[config.mk]
export PLATFORM = sky130hd
export DESIGN_NAME = chip_cfg_top
export DESIGN_NICKNAME = d
export VERILOG_FILES = /design/src/rtl/sw_ops_pkg.sv /design/src/rtl/chip_cfg_pkg.sv /design/src/rtl/cfg_regs.sv /design/src/rtl/config_chain.sv /design/src/rtl/test1_sequencer.sv /design/src/rtl/chip_cfg_top.sv
export SDC_FILE = /design/constraint.sdc
export NUM_CORES = 1
export LEC_CHECK = 0
export BUFFER_PORTS_ARGS = -buffer_cell sky130_fd_sc_hd__buf_4
export CAP_MARGIN = 40
export CORE_MARGIN = 2
export CORE_UTILIZATION = 40
export CTS_CLUSTER_SIZE = 30
export DETAILED_ROUTE_END_ITERATION = 10
export GPL_ROUTABILITY_DRIVEN = 0
export MAX_ROUTING_LAYER = met4
export PLACE_DENSITY = 0.59
export SKIP_LAST_GASP = 1
export SYNTH_ARGS = -nofsm -noshare
export SYNTH_HDL_FRONTEND = slang
export SYNTH_HIERARCHICAL = 1
export SYNTH_SLANG_ARGS = --single-unit
[constraint.sdc]
create_clock -name fw_axi_clk -period 8.99 [get_ports fw_axi_clk]
set_input_delay 1.798 -clock fw_axi_clk [delete_from_list [all_inputs] [get_ports fw_axi_clk]]
set_output_delay 1.798 -clock fw_axi_clk [all_outputs]
set_load 0.01 [all_outputs]
[src/rtl/sw_ops_pkg.sv]
package sw_ops_pkg;

  // --------------------------------------------------
  // Software operation codes, one cycle wide
  // --------------------------------------------------
  typedef enum logic [3:0] {
    OP_NONE           = 4'd0,   // Idle bus
    OP_W_STATIC       = 4'd1,   // Write static control word
    OP_R_STATIC       = 4'd2,   // Read static control word
    OP_W_ARRAY        = 4'd3,   // Write one array word
    OP_R_ARRAY        = 4'd4,   // Read array word pair
    OP_R_DATA         = 4'd5,   // Read capture word
    OP_W_STATUS_CLEAR = 4'd6,
    OP_W_EXECUTE      = 4'd7    // Start a test
  } sw_op_t;

  // Config clock counter width
  localparam int PERIOD_W = 7;
  localparam logic [PERIOD_W-1:0] MIN_DELAY = 7'd3;   // Smallest usable shift point

  // --------------------------------------------------
  // Layouts of the 24-bit write word
  // --------------------------------------------------
  typedef struct packed {
    logic [15:0]         spare;             // Bits 23:8
    logic                super_pixel_sel;   // Bit 7
    logic [PERIOD_W-1:0] config_period;     // Bits 6:0, last counter value
  } static_cfg_t;

  typedef struct packed {
    logic                test_mask_reset_not;   // Bit 23, set to skip the chip reset pulse
    logic [3:0]          spare;
    logic                test_loopback;         // Capture own config_in
    logic [3:0]          test_number;
    logic [PERIOD_W-1:0] test_sample;           // Counter value for capture
    logic [PERIOD_W-1:0] test_delay;            // Counter value for shift
  } exec_cfg_t;

  typedef struct packed {
    logic [7:0]  addr;   // Also the read address for array and data reads
    logic [15:0] data;
  } array_wr_t;

  // Status word bit positions
  localparam int ST_RESET    = 0;
  localparam int ST_W_STATIC = 1;
  localparam int ST_R_STATIC = 2;
  localparam int ST_W_ARRAY  = 3;
  localparam int ST_R_ARRAY  = 4;
  localparam int ST_R_DATA   = 5;
  localparam int ST_EXECUTE  = 6;
  localparam int ST_DONE     = 7;    // Sticky
  localparam int ST_ERROR    = 31;   // Sticky, bad execute setting

endpackage

[src/rtl/chip_cfg_pkg.sv]
package chip_cfg_pkg;

  // --------------------------------------------------
  // Test 1 sequencer states
  // --------------------------------------------------
  typedef enum logic [2:0] {
    IDLE       = 3'd0,   // Pins parked at their idle values
    RESET_CHIP = 3'd1,   // reset_not low unless masked
    LOAD_CHAIN = 3'd2,   // Parallel load of the output chain
    SHIFT      = 3'd3,   // Serial transfer on config_clk
    DONE       = 3'd4    // One cycle, raises the done pulse
  } seq_state_t;

  // Outputs towards the chip
  typedef struct packed {
    logic config_clk;
    logic reset_not;         // Active low chip reset
    logic config_in;         // Serial data to the chip
    logic config_load;       // Low while shifting
    logic super_pixel_sel;
  } chip_pins_t;

  // --------------------------------------------------
  // Sequencer to chain controls
  // --------------------------------------------------
  typedef struct packed {
    logic load;          // Copy array into output chain
    logic shift;         // Move output chain one bit right
    logic capture;       // Take capture_bit into capture register
    logic capture_bit;   // Gated by capture
  } chain_ctrl_t;

endpackage

[src/rtl/cfg_regs.sv]
`timescale 1ns/1ps

module cfg_regs #(
  parameter int CFG_WORDS = 8
) (
  input  logic                           fw_axi_clk,
  input  logic                           op_code_w_reset,
  input  sw_ops_pkg::sw_op_t             op_code,
  input  logic [23:0]                    sw_write24,
  input  logic                           seq_done,       // One cycle at end of run
  input  logic                           cfg_error,      // Level from sequencer
  input  logic [31:0]                    capture_word,   // Already selected by address
  output sw_ops_pkg::static_cfg_t        static_cfg,
  output logic [CFG_WORDS-1:0][15:0]     cfg_array,
  output logic [31:0]                    fw_read_data32,
  output logic [31:0]                    fw_read_status32
);

  sw_ops_pkg::array_wr_t arr_wr;   // Address and data view of the write word
  logic [7:0]            rd_lo;    // Requested word, folded into range
  logic [7:0]            rd_hi;    // Next word with wrap

  assign arr_wr = sw_write24;

  // --------------------------------------------------
  // Write side
  // --------------------------------------------------
  always_ff @(posedge fw_axi_clk) begin
    if (op_code_w_reset) begin
      static_cfg <= '0;   // Period 0 and super pixel off
    end else if (op_code == sw_ops_pkg::OP_W_STATIC) begin
      static_cfg <= sw_ops_pkg::static_cfg_t'(sw_write24);
    end
  end

  // Array words hold whatever software last wrote
  always_ff @(posedge fw_axi_clk) begin
    if (op_code == sw_ops_pkg::OP_W_ARRAY && int'(arr_wr.addr) < CFG_WORDS) begin
      cfg_array[arr_wr.addr] <= arr_wr.data;   // Out of range writes dropped
    end
  end

  // --------------------------------------------------
  // Read data mux, same cycle as the op code
  // --------------------------------------------------
  always_comb begin
    rd_lo = 8'(int'(arr_wr.addr) % CFG_WORDS);
    rd_hi = (int'(rd_lo) == CFG_WORDS - 1) ? 8'd0 : rd_lo + 8'd1;
    case (op_code)
      sw_ops_pkg::OP_R_STATIC: fw_read_data32 = {8'h00, static_cfg};   // Zero padded
      sw_ops_pkg::OP_R_ARRAY:  fw_read_data32 = {cfg_array[rd_hi], cfg_array[rd_lo]};
      sw_ops_pkg::OP_R_DATA:   fw_read_data32 = capture_word;
      default:                 fw_read_data32 = 32'h0;
    endcase
  end

  // --------------------------------------------------
  // Sticky status word
  // --------------------------------------------------
  always_ff @(posedge fw_axi_clk) begin
    if (op_code_w_reset) begin
      fw_read_status32                       <= '0;
      fw_read_status32[sw_ops_pkg::ST_RESET] <= 1'b1;   // Only flag left after reset
    end else if (op_code == sw_ops_pkg::OP_W_STATUS_CLEAR) begin
      fw_read_status32 <= '0;
    end else begin
      case (op_code)
        sw_ops_pkg::OP_W_STATIC:  fw_read_status32[sw_ops_pkg::ST_W_STATIC] <= 1'b1;
        sw_ops_pkg::OP_R_STATIC:  fw_read_status32[sw_ops_pkg::ST_R_STATIC] <= 1'b1;
        sw_ops_pkg::OP_W_ARRAY:   fw_read_status32[sw_ops_pkg::ST_W_ARRAY]  <= 1'b1;
        sw_ops_pkg::OP_R_ARRAY:   fw_read_status32[sw_ops_pkg::ST_R_ARRAY]  <= 1'b1;
        sw_ops_pkg::OP_R_DATA:    fw_read_status32[sw_ops_pkg::ST_R_DATA]   <= 1'b1;
        sw_ops_pkg::OP_W_EXECUTE: fw_read_status32[sw_ops_pkg::ST_EXECUTE]  <= 1'b1;
        default: ;
      endcase
      if (seq_done) begin
        fw_read_status32[sw_ops_pkg::ST_DONE] <= 1'b1;
      end
      if (cfg_error) begin
        fw_read_status32[sw_ops_pkg::ST_ERROR] <= 1'b1;   // Returns after clear while level holds
      end
    end
  end

endmodule

[src/rtl/config_chain.sv]
`timescale 1ns/1ps

module config_chain #(
  parameter int CFG_WORDS = 8
) (
  input  logic                       fw_axi_clk,
  input  logic                       op_code_w_reset,
  input  chip_cfg_pkg::chain_ctrl_t  chain_ctrl,
  input  logic [CFG_WORDS-1:0][15:0] cfg_array,
  input  logic [7:0]                 rd_addr,        // Capture word index
  output logic                       chain_bit0,     // Next bit towards the chip
  output logic [31:0]                capture_word
);

  localparam int CHAIN_W = CFG_WORDS * 16;
  localparam int NCAP    = CHAIN_W / 32;   // 32-bit capture words

  logic [CHAIN_W-1:0] out_chain;   // Word 0 sits at the low end
  logic [CHAIN_W-1:0] cap_reg;     // Filled from the MSB side

  // --------------------------------------------------
  // Output chain
  // --------------------------------------------------
  always_ff @(posedge fw_axi_clk) begin
    if (op_code_w_reset) begin
      out_chain <= '0;                                 // Nothing to send yet
    end else if (chain_ctrl.load) begin
      out_chain <= cfg_array;                          // Flat copy of the array
    end else if (chain_ctrl.shift) begin
      out_chain <= {1'b0, out_chain[CHAIN_W-1:1]};     // LSB first, zero fill
    end
  end

  assign chain_bit0 = out_chain[0];

  // --------------------------------------------------
  // Capture register
  // --------------------------------------------------
  always_ff @(posedge fw_axi_clk) begin
    if (chain_ctrl.capture) begin
      cap_reg <= {chain_ctrl.capture_bit, cap_reg[CHAIN_W-1:1]};   // First bit ends at bit 0
    end
  end

  // Word select, zero past the last word
  assign capture_word = (int'(rd_addr) < NCAP) ? cap_reg[rd_addr*32 +: 32] : 32'h0;

endmodule

[src/rtl/test1_sequencer.sv]
`timescale 1ns/1ps

module test1_sequencer #(
  parameter int CFG_WORDS = 8
) (
  input  logic                       fw_axi_clk,
  input  logic                       op_code_w_reset,
  input  sw_ops_pkg::sw_op_t         op_code,
  input  logic [23:0]                sw_write24,
  input  sw_ops_pkg::static_cfg_t    static_cfg,
  input  logic                       chain_bit0,
  input  logic                       config_out,   // Serial data back from the chip
  output chip_cfg_pkg::chain_ctrl_t  chain_ctrl,
  output chip_cfg_pkg::chip_pins_t   pins,
  output logic                       seq_done,
  output logic                       cfg_error
);

  localparam int CHAIN_W = CFG_WORDS * 16;
  localparam int SHW     = $clog2(CHAIN_W + 1);

  chip_cfg_pkg::seq_state_t              state;
  sw_ops_pkg::exec_cfg_t                 exec_in;     // Live view of the write word
  sw_ops_pkg::exec_cfg_t                 exec_reg;    // Held for the run
  logic [sw_ops_pkg::PERIOD_W-1:0]       cnt;         // Config clock phase
  logic [SHW-1:0]                        shift_cnt;
  logic                                  start_req;
  logic                                  delay_bad;
  logic                                  cnt_wrap;
  logic                                  clk_int;     // Free running config clock
  logic                                  shift_en;
  logic                                  cap_en;

  assign exec_in   = sw_write24;
  assign start_req = (op_code == sw_ops_pkg::OP_W_EXECUTE) && (exec_in.test_number == 4'd1)
                     && (state == chip_cfg_pkg::IDLE);
  assign delay_bad = (exec_in.test_delay < sw_ops_pkg::MIN_DELAY)
                     || (exec_in.test_delay > static_cfg.config_period);
  assign cnt_wrap  = cnt >= static_cfg.config_period;          // Also recovers from a lowered period
  assign clk_int   = cnt > (static_cfg.config_period >> 1);    // High in the upper half

  // --------------------------------------------------
  // Period counter
  // --------------------------------------------------
  always_ff @(posedge fw_axi_clk) begin
    if (op_code_w_reset) begin
      cnt <= '0;
    end else if (start_req && !delay_bad) begin
      cnt <= '0;                            // Align run with a fresh period
    end else if (cnt_wrap) begin
      cnt <= '0;
    end else begin
      cnt <= cnt + 1'b1;
    end
  end

  assign shift_en = (state == chip_cfg_pkg::SHIFT) && (cnt == exec_reg.test_delay);
  assign cap_en   = (state == chip_cfg_pkg::SHIFT) && (cnt == exec_reg.test_sample);

  // --------------------------------------------------
  // Test 1 FSM
  // --------------------------------------------------
  always_ff @(posedge fw_axi_clk) begin
    if (op_code_w_reset) begin
      state     <= chip_cfg_pkg::IDLE;
      exec_reg  <= '0;
      cfg_error <= 1'b0;
      shift_cnt <= '0;
    end else begin
      case (state)
        chip_cfg_pkg::IDLE: begin
          if (start_req) begin
            exec_reg  <= exec_in;
            cfg_error <= delay_bad;     // Held until the next test 1 execute
            if (!delay_bad) begin
              state <= chip_cfg_pkg::RESET_CHIP;
            end
          end
        end
        chip_cfg_pkg::RESET_CHIP: begin
          if (cnt_wrap) begin
            state <= chip_cfg_pkg::LOAD_CHAIN;   // One full period elapsed
          end
        end
        chip_cfg_pkg::LOAD_CHAIN: begin
          shift_cnt <= '0;
          state     <= chip_cfg_pkg::SHIFT;
        end
        chip_cfg_pkg::SHIFT: begin
          if (shift_en) begin
            shift_cnt <= shift_cnt + 1'b1;
            if (shift_cnt == SHW'(CHAIN_W - 1)) begin
              state <= chip_cfg_pkg::DONE;       // Last bit just left
            end
          end
        end
        chip_cfg_pkg::DONE: state <= chip_cfg_pkg::IDLE;
        default:            state <= chip_cfg_pkg::IDLE;
      endcase
    end
  end

  assign seq_done = (state == chip_cfg_pkg::DONE);

  // --------------------------------------------------
  // Pin and chain control decode
  // --------------------------------------------------
  always_comb begin
    pins.config_clk      = (state == chip_cfg_pkg::SHIFT) & clk_int;   // Forwarded only while shifting
    pins.reset_not       = !((state == chip_cfg_pkg::RESET_CHIP) && !exec_reg.test_mask_reset_not);
    pins.config_in       = (state == chip_cfg_pkg::SHIFT) & chain_bit0;
    pins.config_load     = (state != chip_cfg_pkg::SHIFT);
    pins.super_pixel_sel = (state != chip_cfg_pkg::IDLE) & static_cfg.super_pixel_sel;

    chain_ctrl.load        = (state == chip_cfg_pkg::LOAD_CHAIN);
    chain_ctrl.shift       = shift_en;
    chain_ctrl.capture     = cap_en;
    chain_ctrl.capture_bit = cap_en & (exec_reg.test_loopback ? pins.config_in : config_out);
  end

endmodule

[src/rtl/chip_cfg_top.sv]
`timescale 1ns/1ps

module chip_cfg_top #(
  parameter int CFG_WORDS = 8     // Chain length in 16-bit words, even
) (
  input  logic               fw_axi_clk,
  input  logic               op_code_w_reset,
  input  sw_ops_pkg::sw_op_t op_code,
  input  logic [23:0]        sw_write24,
  input  logic               fw_config_out,
  output logic [31:0]        fw_read_data32,
  output logic [31:0]        fw_read_status32,
  output logic               fw_config_clk,
  output logic               fw_reset_not,
  output logic               fw_config_in,
  output logic               fw_config_load,
  output logic               fw_super_pixel_sel
);

  sw_ops_pkg::static_cfg_t    static_cfg;
  logic [CFG_WORDS-1:0][15:0] cfg_array;
  chip_cfg_pkg::chain_ctrl_t  chain_ctrl;
  chip_cfg_pkg::chip_pins_t   pins;
  logic                       chain_bit0;
  logic [31:0]                capture_word;
  logic                       seq_done;
  logic                       cfg_error;

  // --------------------------------------------------
  // Register file, chain and sequencer
  // --------------------------------------------------
  cfg_regs #(.CFG_WORDS(CFG_WORDS)) cfg_regs_inst (
    .fw_axi_clk       (fw_axi_clk),
    .op_code_w_reset  (op_code_w_reset),
    .op_code          (op_code),
    .sw_write24       (sw_write24),
    .seq_done         (seq_done),
    .cfg_error        (cfg_error),
    .capture_word     (capture_word),
    .static_cfg       (static_cfg),
    .cfg_array        (cfg_array),
    .fw_read_data32   (fw_read_data32),
    .fw_read_status32 (fw_read_status32)
  );

  config_chain #(.CFG_WORDS(CFG_WORDS)) config_chain_inst (
    .fw_axi_clk      (fw_axi_clk),
    .op_code_w_reset (op_code_w_reset),
    .chain_ctrl      (chain_ctrl),
    .cfg_array       (cfg_array),
    .rd_addr         (sw_write24[23:16]),   // Same address field as array reads
    .chain_bit0      (chain_bit0),
    .capture_word    (capture_word)
  );

  test1_sequencer #(.CFG_WORDS(CFG_WORDS)) test1_sequencer_inst (
    .fw_axi_clk      (fw_axi_clk),
    .op_code_w_reset (op_code_w_reset),
    .op_code         (op_code),
    .sw_write24      (sw_write24),
    .static_cfg      (static_cfg),
    .chain_bit0      (chain_bit0),
    .config_out      (fw_config_out),
    .chain_ctrl      (chain_ctrl),
    .pins            (pins),
    .seq_done        (seq_done),
    .cfg_error       (cfg_error)
  );

  // Pin bundle onto the chip ports
  assign fw_config_clk      = pins.config_clk;
  assign fw_reset_not       = pins.reset_not;
  assign fw_config_in       = pins.config_in;
  assign fw_config_load     = pins.config_load;
  assign fw_super_pixel_sel = pins.super_pixel_sel;

endmodule

Word-level counts from Yosys, hierarchy flattened
Cells that the tools add are included.

storage, ports and cells
  ROM bits = 0
  latch bits = 0
  memories kept = 0
  RAM bits = 0
  bits in registers = 452
  output and inout bits = 69
  word-level logic and storage cells = 112
  input bits = 31

cells by class
  shifts and indexed selects = 1
  bitwise logic cells = 4
  muxes and demuxes = 21
  divide/modulo/power cells = 0
  reduce and logical (&&, ||, !) cells = 21
  add/sub/neg operators = 3
  equal/unequal tests = 22
  order comparisons = 10
  $mul = 0

operators with widths
  cell                                                 number
  two-way mux 128 bit                                  2
  bitwise mux 128 bit                                  1
  indexed part select 128 x 14 -> 32 bit               1
  binary-select mux 16 bit (select 3 bit)              2
  case mux 32 bit (3 select lines)                     1
  demux 16 bit (select 3 bit)                          1
  two-way mux 16 bit                                   3
  two-way mux 32 bit                                   1
  < comparator 8 x 4 -> 1 bit, second input constant   3
  equality test 4 x 3 -> 1 bit, second input constant  4
  two-way mux 8 bit                                    2
  case mux 8 bit (2 select lines)                      1
  two-way mux 3 bit                                    5
  equality test 7 bit                                  2
  case mux 3 bit (4 select lines)                      1
  adder 8 x 1 -> 8 bit, second input constant          1
  equality test 4 x 1 -> 1 bit, second input constant  2
  equality test 4 x 2 -> 1 bit, second input constant  2
  equality test 8 x 7 -> 1 bit, second input constant  1
  >= comparator 8 x 1 -> 1 bit, second input constant  1
  logical AND 1 bit                                    8
  < comparator 8 x 3 -> 1 bit, second input constant   1
  adder 7 x 1 -> 7 bit, second input constant          1
  >= comparator 7 bit                                  1
  other kinds (22)                                     34

Logic depth before layout (Yosys ltp)
Gate-level depths: netlist of run 1.

  depth in word-level cells = 5
  mapped depth = 11

Modules after synthesis
Netlist of run 1, hierarchy kept.

by module, submodules not included
  module           area an instance (um^2)  times used  cells each
  config_chain     10721.5                  1           775
  cfg_regs         8126.5                   1           632
  test1_sequencer  2182.1                   1           246

Worst setup path before layout of run 1
No wires, ideal clock.

  path kind = input to output
  from = input port sw_write24[16]
  to = output port fw_read_data32[16]
  arrival = 3404 ps
  buffers on the path = 2
  stages = 7
  setup slack = 3788 ps
  cells stage by stage = ha_1 -> ha_1 -> buf_4 -> buf_4 -> nand2_1 -> o221ai_1 -> o32ai_1

between the ends
  cells in the longest elaborated chain, start to end = 5
  elaborated cells on any way between the ends = 9

RTL lines
  item                                                                         line                source
  start, declared                                                              chip_cfg_top.sv:9   input logic [23:0] sw_write24,
  adder 3 x 1 -> 4 bit / equality test 3 x 1 -> 1 bit (equally long branches)  cfg_regs.sv:48      rd_hi = (int'(rd_lo) == CFG_WORDS - 1) ? 8'd0 : rd_lo + 8'd1;
  two-way mux 8 bit                                                            cfg_regs.sv:48
  binary-select mux 16 bit (select 3 bit)                                      cfg_regs.sv:51      sw_ops_pkg::OP_R_ARRAY: fw_read_data32 = {cfg_array[rd_hi], cfg_array[rd_lo]};
  two-way mux 16 bit (not written as such)                                     cfg_regs.sv:51
  case mux 32 bit (3 select lines) (*)                                         cfg_regs.sv:49      case (op_code)
  end, declared                                                                chip_cfg_top.sv:11  output logic [31:0] fw_read_data32,

Mark *: on every way between the ends. The rest lies on a longest branch, timed or not. The select of a mux whose other input is x is not followed.

Worst setup path in the final report of run 1
  from = input port sw_write24[16]
  to = output port fw_read_data32[20]

The elaborated chain is that of the path after synthesis.

==> results of run 1 <==
[cells in the mapped netlist, types with 6 or more instances]
| cell type | number | share of area [%] |
|---|---|---|
| a211oi_1 | 132 | 4.7 |
| a21oi_1 | 55 | 1.3 |
| a22oi_1 | 34 | 1.2 |
| and3_1 | 38 | 1.1 |
| buf_1 | 7 | 0.12 |
| buf_2 | 24 | 0.57 |
| buf_4 | 48 | 1.7 |
| buf_6 | 13 | 0.70 |
| clkbuf_1 | 57 | 1.0 |
| dfxtp_1 | 196 | 19 |
| edfxtp_1 | 256 | 37 |
| ha_1 | 24 | 1.4 |
| inv_1 | 22 | 0.39 |
| mux2_2 | 20 | 1.1 |
| mux2i_1 | 174 | 8.3 |
| mux4_2 | 56 | 6.0 |
| nand2_1 | 73 | 1.3 |
| nand2b_1 | 7 | 0.21 |
| nand3_1 | 14 | 0.33 |
| nand4_1 | 6 | 0.18 |
| nor2_1 | 60 | 1.1 |
| nor2b_1 | 133 | 4.0 |
| nor3_1 | 10 | 0.24 |
| nor4_1 | 7 | 0.21 |
| o211ai_1 | 9 | 0.32 |
| o21a_1 | 7 | 0.25 |
| o21ai_0 | 14 | 0.33 |
| o221a_2 | 8 | 0.43 |
| o221ai_1 | 9 | 0.37 |
| o22ai_1 | 18 | 0.54 |
| o31ai_1 | 8 | 0.29 |
| o32ai_1 | 7 | 0.29 |
| or3_1 | 7 | 0.21 |
| xnor2_1 | 11 | 0.46 |
| xor2_1 | 8 | 0.33 |
[metal layers]
layer	vias to the layer above	share of wire [%]	GRT usage (%)
met3	132	8.1	4.70
met4	0	3.7	8.64
met5	-	0	-
met2	629	45	35.4
li1	6335	-	-
met1	7158	43	32.1
[cell type report]
cell class,count,area [µm²]
clock inverters,21,194
well taps,688,861
inverters,25,101
clock buffers,69,1400
fillers,4752,28600
flip-flops and latches,452,11600
repair buffers,109,866
multi-input cells,1047,8560
[where the power goes]
group / internal [mW] / leakage [nW] / switching, mW
clock network: 1.17 / 0.790 / 0.842
registers: 2.18 / 3.88 / 0.00512
logic: 0.0864 / 3.03 / 0.160
[logic make-up (layout without fill, tap and decap cells)]
family | Yosys count | after routing | share of synthesized area, %
AOI/OAI and AO/OA | 339 | 339 | 11.9
xor gates and xnor gates | 20 | 20 | 0.869
adders and majority gates | 24 | 24 | 1.43
buffers and inverters | 176 | 224 | 4.66
DFF | 452 | 452 | 55.2
muxes | 252 | 252 | 15.6
other | 1 | 23 | 0.0178
and+or+nand+nor | 389 | 389 | 10.3
[worst paths after layout]
path | start | end | slack, ns | cells past startpoint
setup / recovery | sw_write24[16] | fw_read_data32[20] | 2.19 | 8
hold / removal | config_chain_inst/cap_reg[102] | config_chain_inst/cap_reg[101] | 0.44 | 0
setup reg to reg | test1_sequencer_inst/cnt[2] | config_chain_inst/out_chain[91] | 5.90 | 7
hold reg to reg | config_chain_inst/cap_reg[102] | config_chain_inst/cap_reg[101] | 0.44 | 0
[per-stage QoR]
stage	power, mW	worst slack (ns)	instance area (µm²)
after floorplan	2.39	3.79	21100
after global routing	4.57	2.11	23600
final	4.44	2.19	23600
after global placement	2.46	2.44	21900
after CTS	4.46	2.35	23600
after detailed placement	2.47	2.34	22000
[worst max-delay path: cells and delay by family]
| kind | cells | cell delay, ns |
|---|---|---|
| AO/OA/AOI/OAI | 3 | 1.07 |
| adder cells (fa/ha/maj) | 2 | 0.79 |
| buffers and inverters | 2 | 0.44 |
| AND/OR/NAND/NOR | 1 | 0.84 |
==> metrics.md, run 1 <==
| Metric | Value |
|---|---|
| Status | `finished, final reports clean` |
| IO buf count | `76` |
| Num rows | `84` |
| Post-Syn Area | `~0.021 mm²` |
| LEAKAGE | `7.69 nW` |
| Largest net degree at the start of global routing | `80` |
| Nets | `~1700` |
| Max-cap violations | `0` |
| CP Cell Sequence | `buf_6, ha_1, ha_1, nor2_1, a22oi_1, o221a_2, o32ai_1, buf_4` |
| Ys async rst share | `0%` |
| Dominant synthesized flop cell | `edfxtp_1` |
| Post-CTS Setup Repair Bufs | `0` |
| Critical Path AT | `~5.0 ns` |
| DR WL/cell | `26.0 µm` |
| TritonCTS clock tree | `yes` |
| DRT iter0 DRCs | `1457` |
| Highest clock rate | `147 MHz` |
| Final Max Tran Viols | `0` |
| Routed wire length | `approximately 63000 µm` |
| Total negative slack | `0 ns` |
| Worst hold path class | `flop to flop` |
| Commonest non-fill, non-tap cell in the layout | `edfxtp_1` |
| Final Cycle Share | `approximately 76%` |
| Post_cts resized | `0` |
| Die height | `233 µm` |
| Initial Utilization | `40.3%` |
| I/O pin total | `100` |
| Drt first pass iters | `5` |
| YS warnings | `6` |
| VDD IR max | `0.162 mV` |
| Req. time, crit path | `a little over 7 ns` |
| Placed Cells incl. Taps | `2321` |
| Max clock buf depth | `3` |
| Worst-path clk slew | `0.06 ns` |
| Netlist cell types | `79` |
| Vias | `14254` |
| Setup violators final | `0` |
| Worst setup path class | `input port to output pin` |
| Full die area | `approximately 0.054 mm²` |
| Final Hold Viols | `0` |
| H-tree Lvls | `2` |
| Clock Latency Late Sink | `0.59 ns` |
| Grt total ovfl | `0` |
| Post-synthesis sequential area ratio | `between 50 and 60%` |
| Syn_area_per_cell | `12.7 µm²` |
| Global-route wire length before repair | `slightly above 90000 µm` |
| Num CTS Buffers | `48` |
| Largest stage delay on the critical path | `0.84 ns` |
| Hold-fix buffers, CTS | `0` |
| Post-Syn Instances | `1653` |
| Number of antenna violations at the first check in global routing | `3` |
| DRC Markers | `0` |
| CTS root buf | `clkbuf_16` |
| Area of the core | `0.0522 mm²` |
| Crit start category | `input port` |
| CP Capture Type | `output pin` |
| Worst-margin pin slew | `between 0.9 and 1 ns` |
| DPL Wire Length | `42800 µm` |
| Minimum clock period | `6.80 ns` |
| PwrDens | `between 150 and 200 mW/mm²` |
| CP max-delay cell | `nor2_1` |
| EDFF count, synth | `256` |
| Skew final | `about 0.012 ns` |
| Vias in the first global route | `~14000` |
| FF+latch count, synth | `452` |
| Final Core Density | `45.2%` |
| Vias/cell | `slightly below 6` |
| Fin Hold WS | `0.443 ns` |
| Crit path max fanout | `46` |
| Layout cells sized above 1 | `17.8%` |
| Post-Layout Cell Count | `2411` |
| Cell mode on critical path | `ha_1` |
| Diode count | `0` |
| Most frequent cells in the layout | `256 x edfxtp_1, 196 x dfxtp_1, 174 x mux2i_1` |
| Die Wd | `233 µm` |
| Antenna-violating nets left | `0` |
| Unrepaired setup endpoints after global routing | `no` |
| Slew headroom | `35.0%` |
| Clock sinks | `around 450` |
| Layout area overhead | `12.2%` |
| Tot GR Track Use | `23.7%` |
Note: power is estimated with default switching activity, not from simulation.
==> run 2: changes to the inputs <==
Clock period 8.99 ns to 6.7 ns, I/O delays scaled along.
==> metrics.md, run 2 (synthesis results as in run 1) <==
| Metric | Value |
|---|---|
| Layout area overhead | `12.8%` |
| Worst setup path class | `input port to output pin` |
| Final worst setup slack | `1.17 ns (-1.01 ns)` |
| DRT iter0 DRCs | `1523 (+4.5%)` |
| DPL Wire Length | `43000 µm (+0.50%)` |
| Nets | `1746 (+0.46%)` |
| Full die area | `0.0544 mm² (unchanged)` |
| TritonCTS clock tree | `yes` |
| CP max-delay cell | `o32ai_1` |
| Grt total ovfl | `0 (unchanged)` |
| Final Cycle Share | `82.5%` |
| DRC Markers | `0 (unchanged)` |
| Vias/cell | `5.91 (-0.10%)` |
| Die height | `233 µm (unchanged)` |
| Post-CTS Setup Repair Bufs | `0 (unchanged)` |
| Global-route wire length before repair | `92700 µm (+0.35%)` |
| I/O pin total | `100 (unchanged)` |
| Largest net degree at the start of global routing | `92 (+15%)` |
| Antenna-violating nets left | `0 (unchanged)` |
| CTS root buf | `clkbuf_16` |
| Area of the core | `0.0522 mm² (unchanged)` |
| Clock sinks | `452 (unchanged)` |
| Highest clock rate | `roughly 180 MHz` |
| Skew final | `0.0262 ns (+0.0144 ns)` |
| Commonest non-fill, non-tap cell in the layout | `edfxtp_1` |
| DR WL/cell | `26.0 µm (+0.27%)` |
| Most frequent cells in the layout | `256 x edfxtp_1, 196 x dfxtp_1, 174 x mux2i_1` |
| Final Max Tran Viols | `0 (unchanged)` |
| H-tree Lvls | `2 (unchanged)` |
| Post_cts resized | `0 (unchanged)` |
| CP Cell Sequence | `buf_4, ha_1, buf_4, nand2b_1, o221a_2, o32ai_1, buf_4` |
| IO buf count | `76 (unchanged)` |
| Hold Path Depth | `0 (unchanged)` |
| Status | `finished, final reports clean` |
| LEAKAGE | `7.74 nW (+0.64%)` |
| Post-Layout Cell Count | `2422 (+0.46%)` |
| Total negative slack | `0 ns (unchanged)` |
| Unrepaired setup endpoints after global routing | `no` |
| Cell count of the worst reg-to-reg path | `7 (unchanged)` |
| Pre-CTS WS | `1.12 ns (-1.22 ns)` |
| Worst hold path class | `flop to flop` |
| Max clock buf depth | `3 (unchanged)` |
| Number of antenna violations at the first check in global routing | `1 (-2)` |
| Final Hold Viols | `0 (unchanged)` |
| Crit start category | `input port` |
| Num rows | `84 (unchanged)` |
| CP Capture Type | `output pin` |
| Hold-fix buffers, CTS | `0 (unchanged)` |
| PwrDens | `253 mW/mm² (+35%)` |
| Max-cap violations | `0 (unchanged)` |
| Die Wd | `233 µm (unchanged)` |
| Placed Cells incl. Taps | `2327 (+0.26%)` |
| Initial Utilization | `40.3% (unchanged)` |
| Filler cells | `4687 (-1.4%)` |
| Tot GR Track Use | `23.8% (+0.061 points)` |
| Largest stage delay on the critical path | `0.81 ns (-0.03 ns)` |
| Num CTS Buffers | `49 (+2.1%)` |
| Critical Path AT | `4.19 ns (-0.81 ns)` |
| Setup violators final | `0 (unchanged)` |
| Drt first pass iters | `5 (unchanged)` |
| Worst-path clk slew | `0.06 ns (about the same)` |
| Slew headroom | `37.6% (+2.6 points)` |
| Clock Latency Late Sink | `0.61 ns (+0.02 ns)` |
| Req. time, crit path | `5.36 ns (-1.83 ns)` |
| Crit path max fanout | `34 (-26%)` |
| Cell mode on critical path | `buf_4` |
| Vias in the first global route | `13859 (-0.23%)` |
| VDD IR max | `0.209 mV (+29%)` |
| Vias | `14304 (+0.35%)` |
| Worst-margin pin slew | `0.932 ns (-0.0425 ns)` |
| Routed wire length | `63100 µm (+0.73%)` |
| Layout cells sized above 1 | `17.9% (+0.14 points)` |
| Minimum clock period | `5.53 ns` |
## run 2: cell count changes in the layout (fill, tap and decap cells not counted)
cell        delta
buf_16         +2
buf_4          +5
clkbuf_1       +3
clkbuf_16      -1
clkbuf_2       -1
clkbuf_8       +1
clkinv_1       +2
clkinv_2       -3
clkinv_4       -1
clkinvlp_4     +1
diode_2        +2
inv_16         +3
inv_4          -2
## run 2: worst paths after layout
| path | from | to | slack [ns] |
|---|---|---|---|
| hold / removal | config_chain_inst/cap_reg[37] | config_chain_inst/cap_reg[36] | 0.44 |
| setup reg to reg | test1_sequencer_inst/cnt[1] | config_chain_inst/out_chain[109] | 3.16 |
| hold reg to reg | config_chain_inst/cap_reg[37] | config_chain_inst/cap_reg[36] | 0.44 |
| setup / recovery | sw_write24[18] | fw_read_data32[20] | 1.17 |
## run 2: worst max-delay path: cells and delay by family
family / cells / cell delay [ns]
compound gates: 2 / 1.24
buf+inv: 3 / 0.72
simple gates: 1 / 0.53
fa+ha+maj: 1 / 0.28
## run 2: area by class of cell
type | instances | area, µm² | area share, %
clock inverters | 21 | 233 | 0.981
multi-input cells | 1047 | 8560 | 36.1
clock buffers | 71 | 1390 | 5.86
flip-flops and latches | 452 | 11600 | 49.0
repair buffers | 116 | 958 | 4.04
inverters | 25 | 101 | 0.427
well taps | 688 | 861 | 3.63
diodes | 2 | 5.00 | 0.0211
## run 2: per-layer routing
| layer | up-vias | share of wire [%] | GRT usage [%] | wire [µm] |
|---|---|---|---|---|
| met4 | 0 | 3.2 | 8.06 | 2010 |
| met1 | 7232 | 43 | 32.2 | 27200 |
| met5 | - | 0 | - | 0 |
| li1 | 6366 | - | - | - |
| met3 | 112 | 8.2 | 4.80 | 5190 |
| met2 | 594 | 45 | 35.7 | 28600 |
## run 2: per-stage QoR
stage          utilization (%)  total power [mW]  area (µm²)  hold WS [ns]
2_1_floorplan                -              3.21       21100         0.417
3_3_place_gp              42.0              3.31       21900         0.424
3_5_place_dp              42.3              3.32       22100         0.429
4_1_cts                   45.4              6.05       23700         0.440
5_1_grt                   45.4              6.17       23700         0.448
6_report                  45.4              6.01       23700         0.442
## run 2: power breakdown
part / switching, mW / internal (mW)
combinational: 0.217 / 0.123
clock: 1.16 / 1.58
sequential: 0.00674 / 2.92
==> run 3: changes to the inputs <==
Settings changed: ABC_AREA from default to 1, PLACE_DENSITY 0.59 to 0.61.
Clock period 6.7 ns to 4.4 ns, I/O delays scaled along.
==> metrics.md, run 3 <==
| Metric | Value |
|---|---|
| Status | `finished, final reports clean` |
| Minimum clock period | `3.91 ns` |
| Vias | `18830 (+32%)` |
| Commonest non-fill, non-tap cell in the layout | `nand2_1` |
| PwrDens | `368 mW/mm² (+45%)` |
| FF+latch count, synth | `452 (unchanged)` |
| Dominant synthesized flop cell | `edfxtp_1` |
| Most frequent cells in the layout | `1130 x nand2_1, 312 x inv_1, 256 x edfxtp_1` |
| YS warnings | `6 (unchanged)` |
| Nets | `2967 (+70%)` |
| Largest stage delay on the critical path | `0.50 ns (-0.31 ns)` |
| Full die area | `0.0576 mm² (+5.9%)` |
| IO buf count | `76 (unchanged)` |
| Layout area overhead | `11.9%` |
| Grt total ovfl | `0 (unchanged)` |
| Netlist cell types | `40 (-49%)` |
| Number of antenna violations at the first check in global routing | `3 (+2)` |
| VDD IR max | `0.234 mV (+12%)` |
| I/O pin total | `100 (unchanged)` |
| Syn_area_per_cell | `7.70 µm² (-39%)` |
| Post-CTS Setup Repair Bufs | `0 (unchanged)` |
| Total negative slack | `0 ns (unchanged)` |
| Highest clock rate | `256 MHz` |
| Cell mode on critical path | `nand2_1` |
| Critical Path AT | `3.03 ns (-1.16 ns)` |
| Crit path max fanout | `42 (+24%)` |
| Hold-fix buffers, CTS | `0 (unchanged)` |
| Setup violators final | `0 (unchanged)` |
| CP Capture Type | `output pin` |
| DPL Wire Length | `44400 µm (+3.1%)` |
| Clock Latency Late Sink | `0.62 ns (about the same)` |
| Final Hold Viols | `0 (unchanged)` |
| Num rows | `86 (+2.4%)` |
| Filler cells | `5467 (+17%)` |
| Sequential power share | `48.5% (-0.2 points)` |
| Worst-path clk slew | `0.06 ns (about the same)` |
| Pwr Total | `9.18 mW (+53%)` |
| Ys async rst share | `0% (unchanged)` |
| Synth cell count leaders | `1130 x nand2_1, 312 x inv_1, 256 x edfxtp_1` |
| Final Cycle Share | `roughly nine tenths` |
| Final Max Tran Viols | `0 (unchanged)` |
| TritonCTS clock tree | `yes` |
| R2R Setup Slk | `1.20 ns (-1.96 ns)` |
| Routed wire length | `66700 µm (+5.8%)` |
| Storage cell area | `0.0116 mm² (unchanged)` |
| Switching share of power | `24.3% (+1.2 points)` |
| Top post-synthesis cells by area | `edfxtp_1 34%, nand2_1 19%, dfxtp_1 18%, inv_1 5.3%, nand3_1 4.5%` |
| Vias in the first global route | `17720 (+28%)` |
| Clock sinks | `452 (unchanged)` |
| Num CTS Buffers | `50 (+2.0%)` |
| Post-Syn Area | `0.0223 mm² (+6.0%)` |
| Switching pwr | `2.23 mW (+61%)` |
| Die Wd | `240 µm (+2.9%)` |
| CP max-delay cell | `buf_4` |
| Layout cells sized above 1 | `8.43% (-9.5 points)` |
| Vias/cell | `5.09 (-14%)` |
| CTS root buf | `clkbuf_16` |
| Fin Hold WS | `0.437 ns (-0.00440 ns)` |
| CP Cell Sequence | `buf_4, buf_4, inv_2, nor2_2, nand3_1, nand2_1, inv_1, nand2_1, nand2_1, nand2_1, buf_4` |
| Tot GR Track Use | `23.8% (+0.043 points)` |
| Internal power | `6.95 mW (+50%)` |
| Skew final | `0.0144 ns (-0.0119 ns)` |
| H-tree Lvls | `2 (unchanged)` |
| Crit start category | `input port` |
| LEAKAGE | `11.2 nW (+45%)` |
| Post-Syn Instances | `2895 (+75%)` |
| Die height | `240 µm (+2.9%)` |
| Max clock buf depth | `3 (unchanged)` |
| Drt first pass iters | `6 (+1)` |
| Slew headroom | `46.0% (+8.4 points)` |
| Post_cts resized | `0 (unchanged)` |
| Max-cap violations | `0 (unchanged)` |
| DRC Markers | `0 (unchanged)` |
| Area taken by multi-input logic gates | `0.00854 mm² (-0.19%)` |
| Worst hold path class | `flop to flop` |
| Global-route wire length before repair | `103000 µm (+11%)` |
| Clock power share | `45.1% (-0.5 points)` |
| Most frequent cell after synthesis | `nand2_1` |
| Combinational power share | `6.3% (+0.6 points)` |
| Area of the core | `0.0551 mm² (+5.5%)` |
| Largest net degree at the start of global routing | `129 (+40%)` |
| Initial Utilization | `40.5% (+0.21 points)` |
| Req. time, crit path | `3.52 ns (-1.84 ns)` |
| Worst setup path class | `input port to output pin` |
| Share of the synthesized area in the top cell type | `34.5% (-2.1 points)` |
| Post-synthesis sequential area ratio | `52.1% (-3.1 points)` |
| DRT iter0 DRCs | `1656 (+8.7%)` |
| EDFF count, synth | `256 (unchanged)` |
| Antenna-violating nets left | `0 (unchanged)` |
| Yosys top cell by area | `edfxtp_1` |
| DR WL/cell | `18.0 µm (-31%)` |
| Worst-margin pin slew | `0.809 ns (-0.123 ns)` |
| Unrepaired setup endpoints after global routing | `no` |
[run 3: cell count changes after synthesis, sizes merged, moves of 31 or more]
cell / previous run / this run
nand3: 15 / 204
a21oi: 55 / 199
nand2: 73 / 1134
buf: 93 / 124
a211oi: 132 / 1
nor2: 60 / 170
a22oi: 34 / 0
mux2i: 174 / 0
inv: 25 / 325
o21ai: 16 / 158
nor2b: 133 / 0
mux4: 58 / 0
and3: 38 / 0
[run 3: power by group through the flow]
stage / Combinational (mW) / Clock (mW) / Sequential (mW)
detailed placement: 0.569 / 0 / 4.55
finish: 0.579 / 4.14 / 4.46
global placement: 0.556 / 0 / 4.55
global route: 0.634 / 4.38 / 4.46
CTS: 0.571 / 4.20 / 4.46
floorplan: 0.367 / 0 / 4.55
[run 3: final timing paths]
path	start	endpoint	depth (start not counted)
worst max register to register	test1_sequencer_inst/cnt[0]	config_chain_inst/out_chain[78]	12
worst max-delay path	sw_write24[17]	fw_read_data32[14]	11
worst min-delay path	config_chain_inst/cap_reg[9]	config_chain_inst/cap_reg[8]	0
worst min register to register	config_chain_inst/cap_reg[9]	config_chain_inst/cap_reg[8]	0
[run 3: logic make-up after synthesis]
| kind of cell | after synthesis | share of synthesized area, % |
|---|---|---|
| AOI/OAI and AO/OA | 362 | 8.19 |
| buffers and inverters | 511 | 10.1 |
| other | 1 | 0.0168 |
| DFF | 452 | 52.1 |
| adders and majority gates | 24 | 1.35 |
| xor gates and xnor gates | 17 | 0.668 |
| and+or+nand+nor | 1528 | 27.6 |
[run 3: final cells by class]
| class | instances | share of cell area, % |
|---|---|---|
| Timing Repair Buffer | 127 | 4.07 |
| Clock inverter | 24 | 0.878 |
| Multi-Input combinational cell | 1954 | 34.2 |
| Antenna cell | 2 | 0.0201 |
| Inverter | 327 | 4.95 |
| Clock buffer | 69 | 5.55 |
| Sequential cell | 452 | 46.5 |
| Tap cell | 748 | 3.75 |
[run 3: metal layers]
layer | vias to the layer above | part of all wire, % | GRT usage (%)
li1 | 9144 | - | -
met2 | 704 | 46 | 36.8
met4 | 0 | 4.4 | 10.9
met3 | 152 | 6.7 | 3.25
met1 | 8830 | 43 | 31.2
met5 | - | 0 | -
[run 3: stage by stage]
stage	utilization, %	instances	instance area [µm²]	worst slack [ns]
after floorplan	-	2917	22400	1.38
after global placement	42.3	3606	23300	0.589
after detailed placement	42.4	3608	23300	0.564
after CTS	45.3	3701	24900	0.569
after global routing	45.3	3703	24900	0.425
final	45.3	3703	24900	0.492
[run 3: worst max-delay path: cells and delay by family]
family / cells / cell delay, ns
buf+inv: 5 / 1.08
simple gates: 6 / 1.04
